<file path="src/design/adc_defs.svh">
`ifndef ADC_DEFS_SVH
`define ADC_DEFS_SVH

// Number of converter slots behind the stream.
`define N_SLOT 4

`define SPI_DIV 4 // System clocks per SCLK half period.

// Samples held per slot FIFO.
`define FIFO_DEPTH 4

`define SMP_W 16 // One converter word.

`endif

</file>
<file path="src/design/adc_pkg.sv">
`default_nettype none
`include "adc_defs.svh"

package adc_pkg;

    // One converter sample.
    typedef logic [`SMP_W-1:0] sample_t;

    typedef logic [7:0] byte_t; // Stream byte or command byte.

    // Device kind per slot, zero means no device.
    typedef logic [1:0] kind_t;

    // Front-end sequencer.
    typedef enum logic [2:0] {
        IDLE,
        CONF_XFER,
        READ_WAIT,
        READ_XFER,
        DONE
    } fe_state_t;

endpackage

`default_nettype wire

</file>
<file path="src/design/intan_if.sv">
`timescale 1ns/1ns
`default_nettype none

interface intan_if;
    import adc_pkg::*;

    logic    fs_conf;   // Start strobes.
    logic    fs_read;
    logic    fd_conf;   // Done strobes.
    logic    fd_read;

    // Head of the slot FIFO.
    sample_t smp;
    logic    smp_valid;
    logic    smp_ready;
    logic    fifo_full;

    modport ctrl (
        output fs_conf,
        output fs_read,
        input  fd_conf,
        input  fd_read
    );

    modport fe (
        input  fs_conf,
        input  fs_read,
        input  smp_ready,
        output fd_conf,
        output fd_read,
        output smp,
        output smp_valid,
        output fifo_full
    );

    modport drain (
        input  smp,
        input  smp_valid,
        output smp_ready
    );

endinterface

`default_nettype wire

</file>
<file path="src/design/intan.sv">
`timescale 1ns/1ns
`default_nettype none
`include "adc_defs.svh"

module intan (
    input  logic           clk,
    input  logic           rst_n,
    input  adc_pkg::byte_t cmd,
    intan_if.fe            bus,
    output logic           sclk,
    output logic           cs_n,
    output logic           mosi,
    input  logic           miso
);
    import adc_pkg::*;

    localparam int DW = $clog2(`SPI_DIV);
    localparam int BW = $clog2(`SMP_W);
    localparam int PW = $clog2(`FIFO_DEPTH);
    localparam int CW = $clog2(`FIFO_DEPTH + 1);
    localparam logic [DW-1:0] DIV_LAST = DW'(`SPI_DIV - 1);
    localparam logic [BW-1:0] BIT_LAST = BW'(`SMP_W - 1);
    localparam logic [CW-1:0] CNT_FULL = CW'(`FIFO_DEPTH);

    fe_state_t     state;
    logic          op_read;
    logic [DW-1:0] div_cnt;
    logic [BW-1:0] bit_cnt;
    sample_t       tx_sr;
    sample_t       rx_sr;
    logic          xfer;
    logic          tick;
    logic          push;
    logic          pop;

    sample_t       mem [`FIFO_DEPTH];
    logic [PW-1:0] wr_ptr;
    logic [PW-1:0] rd_ptr;
    logic [CW-1:0] count;

    assign xfer = (state == CONF_XFER) || (state == READ_XFER);
    assign tick = xfer && (div_cnt == DIV_LAST); // SCLK edge due.
    assign push = tick && sclk && (bit_cnt == BIT_LAST) && (state == READ_XFER);
    assign pop  = bus.smp_valid && bus.smp_ready;
    assign mosi = !cs_n && tx_sr[`SMP_W-1];

    always_ff @(posedge clk) begin
        if (!rst_n) begin
            state   <= IDLE;
            op_read <= 1'b0;
            cs_n    <= 1'b1;
            sclk    <= 1'b0;
            div_cnt <= '0;
            bit_cnt <= '0;
        end else begin
            if (xfer) begin
                div_cnt <= tick ? '0 : div_cnt + 1'b1;
            end
            case (state)
                IDLE: begin
                    if (bus.fs_conf) begin
                        op_read <= 1'b0;
                        cs_n    <= 1'b0;
                        div_cnt <= '0;
                        bit_cnt <= '0;
                        state   <= CONF_XFER;
                    end else if (bus.fs_read) begin
                        op_read <= 1'b1;
                        state   <= READ_WAIT;
                    end
                end
                READ_WAIT: begin
                    if (!bus.fifo_full) begin // Hold off until there is room.
                        cs_n    <= 1'b0;
                        div_cnt <= '0;
                        bit_cnt <= '0;
                        state   <= READ_XFER;
                    end
                end
                CONF_XFER, READ_XFER: begin
                    if (tick) begin
                        sclk <= !sclk;
                        if (sclk) begin
                            bit_cnt <= bit_cnt + 1'b1;
                            if (bit_cnt == BIT_LAST) begin
                                cs_n  <= 1'b1;
                                state <= DONE;
                            end
                        end
                    end
                end
                DONE:    state <= IDLE;
                default: state <= IDLE;
            endcase
        end
    end

    // MOSI moves on the falling edge, MISO is taken on the rising edge.
    always_ff @(posedge clk) begin
        if (state == IDLE && bus.fs_conf) begin
            tx_sr <= {cmd, {(`SMP_W-8){1'b0}}};
        end else if (state == READ_WAIT) begin
            tx_sr <= '0;
        end else if (tick && sclk) begin
            tx_sr <= {tx_sr[`SMP_W-2:0], 1'b0};
        end
        if (tick && !sclk) begin
            rx_sr <= {rx_sr[`SMP_W-2:0], miso};
        end
    end

    always_ff @(posedge clk) begin
        if (push) begin
            mem[wr_ptr] <= rx_sr;
        end
    end

    always_ff @(posedge clk) begin
        if (!rst_n) begin
            wr_ptr <= '0;
            rd_ptr <= '0;
            count  <= '0;
        end else begin
            if (push) begin
                wr_ptr <= wr_ptr + 1'b1;
            end
            if (pop) begin
                rd_ptr <= rd_ptr + 1'b1;
            end
            count <= count + CW'(push) - CW'(pop);
        end
    end

    assign bus.smp       = mem[rd_ptr];
    assign bus.smp_valid = (count != '0);
    assign bus.fifo_full = (count == CNT_FULL);
    assign bus.fd_conf   = (state == DONE) && !op_read;
    assign bus.fd_read   = (state == DONE) && op_read;

    // The space check in READ_WAIT must still hold when the sample lands.
    a_no_overflow: assert property (@(posedge clk) disable iff (!rst_n)
        push |-> (count < CNT_FULL));

    a_cs_held: assert property (@(posedge clk) disable iff (!rst_n)
        xfer |-> !cs_n);

endmodule

`default_nettype wire

</file>
<file path="src/flat_wrapper.sv">
// flat-port wrapper written by rule: the top's interface ports become plain ports
module intan_flat import adc_pkg::*;
  (clk, rst_n, cmd, sclk, cs_n, mosi, miso, bus_fs_conf, bus_fs_read, bus_smp_ready, bus_fd_conf, bus_fd_read, bus_smp, bus_smp_valid, bus_fifo_full);
  intan_if bus_i ();
  input  logic clk;
  input  logic rst_n;
  input  adc_pkg::byte_t cmd;
  output logic sclk;
  output logic cs_n;
  output logic mosi;
  input  logic miso;
  input wire logic [$bits(bus_i.fs_conf)-1:0] bus_fs_conf;
  input wire logic [$bits(bus_i.fs_read)-1:0] bus_fs_read;
  input wire logic [$bits(bus_i.smp_ready)-1:0] bus_smp_ready;
  output wire logic [$bits(bus_i.fd_conf)-1:0] bus_fd_conf;
  output wire logic [$bits(bus_i.fd_read)-1:0] bus_fd_read;
  output wire logic [$bits(bus_i.smp)-1:0] bus_smp;
  output wire logic [$bits(bus_i.smp_valid)-1:0] bus_smp_valid;
  output wire logic [$bits(bus_i.fifo_full)-1:0] bus_fifo_full;
  assign bus_i.fs_conf = bus_fs_conf;
  assign bus_i.fs_read = bus_fs_read;
  assign bus_i.smp_ready = bus_smp_ready;
  assign bus_fd_conf = bus_i.fd_conf;
  assign bus_fd_read = bus_i.fd_read;
  assign bus_smp = bus_i.smp;
  assign bus_smp_valid = bus_i.smp_valid;
  assign bus_fifo_full = bus_i.fifo_full;
  intan u_core (.clk(clk), .rst_n(rst_n), .cmd(cmd), .bus(bus_i), .sclk(sclk), .cs_n(cs_n), .mosi(mosi), .miso(miso));
endmodule
</file>
<file path="config.mk">
export PLATFORM = sky130hd
export DESIGN_NAME = intan_flat
export DESIGN_NICKNAME = d
export VERILOG_FILES = /design/src/design/adc_pkg.sv /design/src/design/intan_if.sv /design/src/design/intan.sv /design/src/flat_wrapper.sv
export VERILOG_INCLUDE_DIRS = /design/src /design/src/design
export SDC_FILE = /design/constraint.sdc
export NUM_CORES = 1
export LEC_CHECK = 0
export BUFFER_PORTS_ARGS = -buffer_cell sky130_fd_sc_hd__buf_4
export CAP_MARGIN = 5
export CELL_PAD_IN_SITES_DETAIL_PLACEMENT = 1
export CELL_PAD_IN_SITES_GLOBAL_PLACEMENT = 1
export CORE_MARGIN = 4
export CORE_UTILIZATION = 56
export CTS_BUF_LIST = sky130_fd_sc_hd__clkbuf_4 sky130_fd_sc_hd__clkbuf_8
export DETAILED_ROUTE_END_ITERATION = 10
export GPL_TIMING_DRIVEN = 0
export PLACE_DENSITY_LB_ADDON = 0.1
export SYNTH_ARGS = -nofsm -noshare
export SYNTH_HDL_FRONTEND = slang
export SYNTH_SLANG_ARGS = --single-unit
</file>
<file path="constraint.sdc">
create_clock -name clk -period 3.92 [get_ports clk]
set_input_delay 0.392 -clock clk [delete_from_list [all_inputs] [get_ports clk]]
set_output_delay 0.392 -clock clk [all_outputs]
set_load 0.02 [all_outputs]
</file>
-- Yosys cells after proc, flatten, opt, wreduce, memory -nomap -nowiden
Memories as Yosys holds them, arrays and structs flattened. A register that Yosys moved wholly into a read port is not among the register bits.
Cells that the tools add are included.
W data, S select, Z words.
- multiplexer cells: 32
- add/subtract/negate cells: 6
- reductions and logical operators: 25
- equal/unequal tests: 13
- operators with widths (operator ; count):
    $mux W16 ; 3
    $mux W3 ; 6
    $mux W4 ; 4
    $mux W2 ; 6
    $pmux W4 S3 ; 1
    $logic_and A1 B1 Y1 ; 10
    $reduce_and A5 Y1 ; 2
    $mux W1 ; 9
    $pmux W3 S3 ; 1
    $reduce_bool A3 Y1 ; 3
    $add A2 B1 Y2 const B ; 3
    $eq A3 B2 Y1 const B ; 2
    $eq A3 B3 Y1 const B ; 2
    $ne A2 B1 Y1 const B ; 3
    $reduce_and A6 Y1 ; 1
    $add A4 B1 Y4 const B ; 1
    $eq A4 B4 Y1 const B ; 1
    $ne A2 B2 Y1 const B ; 2
    $pmux W2 S2 ; 1
    $reduce_and A2 Y1 ; 2
    $add A3 B1 Y3 ; 1
    $eq A3 B1 Y1 const B ; 1
    $logic_not A1 Y1 ; 3
    $logic_not A3 Y1 ; 1
    7 further kinds ; 7
- memories kept: 1
- bits in writable memories: 64
- output and inout port bits: 23
- logic and storage cells: 88
- bits in registers: 43
- memories (memory ; words ; width ; read ports ; clocked after memory_dff ; wr ports ; line ; source):
    u_core.mem ; 4 ; 16 ; 1 ; 1 ; 1 ; intan.sv:36 ; sample_t mem [`FIFO_DEPTH];

-- Logic depth before layout (Yosys ltp)
- depth in word-level cells: 8
- mapped depth: 12
- gate-level depth less buffers: 12

-- Worst setup path before layout
Ideal clock, no wire load.
- path type: register -> register
- start: reg u_core.div_cnt[0]
- end: reg u_core.count[2]
- path slack: 1621 ps
- library setup time: 129 ps
- required time: 3791 ps
- arrival: 2171 ps
- stages on the path, launching flop included: 13
- path through: dfxtp_1 > ha_1 > nand4b_1 > nor2_4 > inv_1 > ha_1 > inv_1 > ha_1 > inv_1 > fa_1 > xor2_1 > xnor2_1 > nor2_1
- word-level cells in the longest chain between the ends: 7
- ends and longest elaborated chain (element ; line ; source):
    start: declaration ; intan.sv:27 ; logic [DW-1:0] div_cnt;
    start signal: assignment ; intan.sv:57 ; div_cnt <= tick ? '0 : div_cnt + 1'b1;
    $eq A2 B2 Y1 ; intan.sv:42 ; assign tick = xfer && (div_cnt == DIV_LAST);
    $logic_and A1 B1 Y1 ; intan.sv:42 ;
    $logic_and A1 B1 Y1 (3 in series) ; intan.sv:43 ; assign push = tick && sclk && (bit_cnt == BIT_LAST) && (state == READ_XFER);
    $add A3 B1 Y3 ; intan.sv:130 ; count <= count + CW'(push) - CW'(pop);
    $sub A3 B1 Y3 ; intan.sv:130 ;
    end signal: assignment ; intan.sv:130 ;
    end: declaration ; intan.sv:39 ; logic [CW-1:0] count;
No other way between the ends.
A chain may end at the register's enable or synchronous reset.

-- Final worst setup path
Same ends and word-level chain as after synthesis.

==> results.py <==
metrics = {
    "logic_synthesis": {
        "synth_common_cells": "edfxtp_1 (88), dfxtp_1 (21), nor2_1 (17), mux4_2 (16), nand2_1 (13)",
        "ys_async_sr_fraction_pct": 0,
        "synth.distinct_cells": 42,
        "synth.top_cells.by_area": "edfxtp_1 (62%), dfxtp_1 (9.9%), mux4_2 (8.5%), ha_1 (2.4%), nor2_1 (1.5%)",
        "synth_edf_count": 88,
        "yosysTopAreaCell": "edfxtp_1",
        "synth_top_flop_cell": "edfxtp_1",
        "synth.most_common_cell": "edfxtp_1",
        "syn_avg_cell_area_um2": 17.2,
        "ys_ff_latch": 109,
        "synth_nets": 269,
        "synthCells": 246,
        "yosysWarnings": 0,
        "yosysSeqAreaShare_pct": 72.3,
        "synth_area_um2": 4240,
        "synth.top_cell.area_share_pct": 62.4,
    },
    "global_route": {
        "grt_pass1_wl_mm": 12.8,
        "grt_overflow_total": 0,
        "antenna_found_initial": 0,
        "use_met3_pct": 4.86,
        "grt_most_used_layer": "met2",
        "grt_usage_pct": 19.7,
        "met2_usage_pct": 33.6,
        "grt_pass1_vias": 2387,
        "grt_max_degree": 21,
        "use_met1_pct": 24.7,
    },
    "routing": {
        "vias_per_cell": 5.63,
        "vias": 2239,
        "postRouteAntennaNets": 0,
        "drtIter0Drc": 114,
        "wl_per_cell_um": 19.7,
        "dr.pass1.iters": 4,
        "post-route-drc-count": 0,
        "wirelength_mm": 7.83,
    },
    "floorplan": {
        "fp.dieArea_um2": 9020,
        "start_util_pct": 58.1,
        "core_area_um2": 7290,
        "ios": 37,
        "num_rows": 31,
        "die_w_um": 95.0,
        "dieHeight_um": 95.0,
    },
    "critical_path": {
        "cp-end-kind": "flop",
        "critPathKind": "reg -> reg",
        "crit_family": "adder cells",
        "path_buf_inv": 3,
        "cp_slowest_cell": "fa_1",
        "crit_chain": "ha_1, nand4b_1, nor2_4, inv_1, ha_1, inv_1, ha_1, inv_1, fa_1, xor2_1, xnor2_1, nor2_1",
        "cp-start-kind": "flop",
        "slowest_delay_ns": 0.39,
        "worstPathRequired_ns": 4.16,
        "crit_fanout": 7,
        "arrival_ns": 2.91,
    },
    "clocking": {
        "cts_tree": "built",
        "post-cts-setup-buffers": 0,
        "cts_made_buffers": 9,
        "htree_levels": 3,
        "cts_sinks": 109,
        "clkTransAtPathRegs_ns": 0.10,
        "cts_buffer_depth": 2,
        "cts_hold_buffers": 0,
        "cts_root_buf": "clkbuf_8",
        "worstSkewPairLatency_ns": 0.37,
        "cts_resized": 0,
    },
    "power": {
        "power_density_nw_per_um2": 522,
        "ir_worst_vdd_uv": 240,
        "p_total_mw": 2.52,
        "leakage_nw": 1.68,
    },
    "timing": {
        "tightest_slew_ns": 1.20,
        "worst_slack_ns": 1.25,
        "timing.slew.headroom_pct": 19.4,
        "finalSetupTns_ns": 0,
        "post-route-period-util_pct": 68.2,
        "period_minus_slack_ns": 2.67,
        "rsz0062_at_grt": "no",
        "finalSetupViolCount": 0,
        "slew_viol_final": 0,
        "worst_clock_skew_ns": 0.00967,
        "final_hold_viol_count": 0,
        "fmax_ghz": 0.374,
    },
    "status": {
        "status": "finished clean",
    },
    "placement": {
        "gp_congestion": 0.803,
        "numPortBuffers": 36,
        "dpl_cell_area_um2": 4640,
        "dp.cells": 382,
        "pre_cts_ws_ns": 1.25,
        "dp_hpwl_mm": 5.29,
    },
    "min_path": {
        "hp-class": "in -> reg",
    },
    "layout": {
        "num-fill-cells": 689,
        "fin_cells": 398,
        "area_delta_synth_final_pct": 14.0,
        "antenna_cells": 0,
        "fin_area_um2": 4830,
        "fin_nets": 317,
        "drive_gt1_share_pct": 27.8,
    },
    "flow_run": {
        "cap_violations": 0,
    },
}
==> kinds of logic after synthesis <==
group           after synthesis  share of synthesized area (%)
compound gates               24                           3.90
xor+xnor                      9                           1.86
fa+ha+maj                     9                           2.84
buf+inv                      17                           2.13
flops                       109                           72.3
mux                          19                           9.21
simple gates                 59                           7.77
==> area by class of cell <==
class	instances	area [µm²]	area share, %
sequential	109	3060	63.4
multi-input combinational	120	1080	22.4
timing repair buffer	37	282	5.83
clock buffer	10	131	2.72
tap	99	124	2.56
buffer	9	60.1	1.24
clock inverter	6	56.3	1.17
inverter	8	30.0	0.622
==> registers in the layout, indices dropped and copies added, names as in the netlist, named ones only <==
name / cells
u_core.div_cnt: 2
u_core.cs_n: 1
u_core.wr_ptr: 2
u_core.count: 3
u_core.state: 3
u_core.bit_cnt: 4
u_core.op_read: 1
u_core.tx_sr: 8
u_core.mem: 64
u_core.rd_ptr: 2
u_core.sclk: 1
u_core.rx_sr: 16
==> report_power, final <==
| part | switching [mW] | total [mW] | internal [mW] |
|---|---|---|---|
| Clock | 0.392 | 0.644 | 0.252 |
| Sequential | 0.0393 | 1.32 | 1.28 |
| Combinational | 0.281 | 0.554 | 0.273 |
| Total | 0.713 | 2.52 | 1.81 |
==> layer usage <==
| layer | routed length, µm | part of all wire, % |
|---|---|---|
| met4 | 98 | 1.3 |
| met1 | 3260 | 42 |
| met5 | 0 | 0 |
| met3 | 318 | 4.1 |
| met2 | 4150 | 53 |
==> per-stage QoR <==
stage / utilization [%] / hold WS, ns
finish: 66.2 / 0.202
floorplan: - / 0.459
global route: 66.2 / 0.178
detailed placement: 63.7 / 0.488
global placement: 63.5 / 0.478
CTS: 66.2 / 0.180
==> worst paths after layout <==
path	startpoint	endpoint	slack (ns)	cells past startpoint
worst min register to register	u_core.bit_cnt[1]	u_core.bit_cnt[1]	0.50	2
worst max register to register	u_core.div_cnt[0]	u_core.count[2]	1.25	12
worst min-delay path	miso	u_core.rx_sr[0]	0.20	1
worst max-delay path	u_core.div_cnt[0]	u_core.count[2]	1.25	12
==> layout by cell type (no fill, tap or decap), types with 3 or more instances in the layout <==
cell type / count
buf_6: 3
nand3_1: 3
a21oi_1: 4
dfxtp_1: 21
mux4_2: 16
o21ai_0: 8
edfxtp_1: 88
and2_1: 5
ha_1: 8
buf_2: 3
nor2_1: 17
inv_1: 7
and3_1: 3
xnor2_1: 4
a22oi_1: 6
nand2_1: 13
nand4_1: 3
buf_4: 38
xor2_1: 5
clkbuf_8: 9
mux2i_1: 3
(Power assumes the default switching activity.)
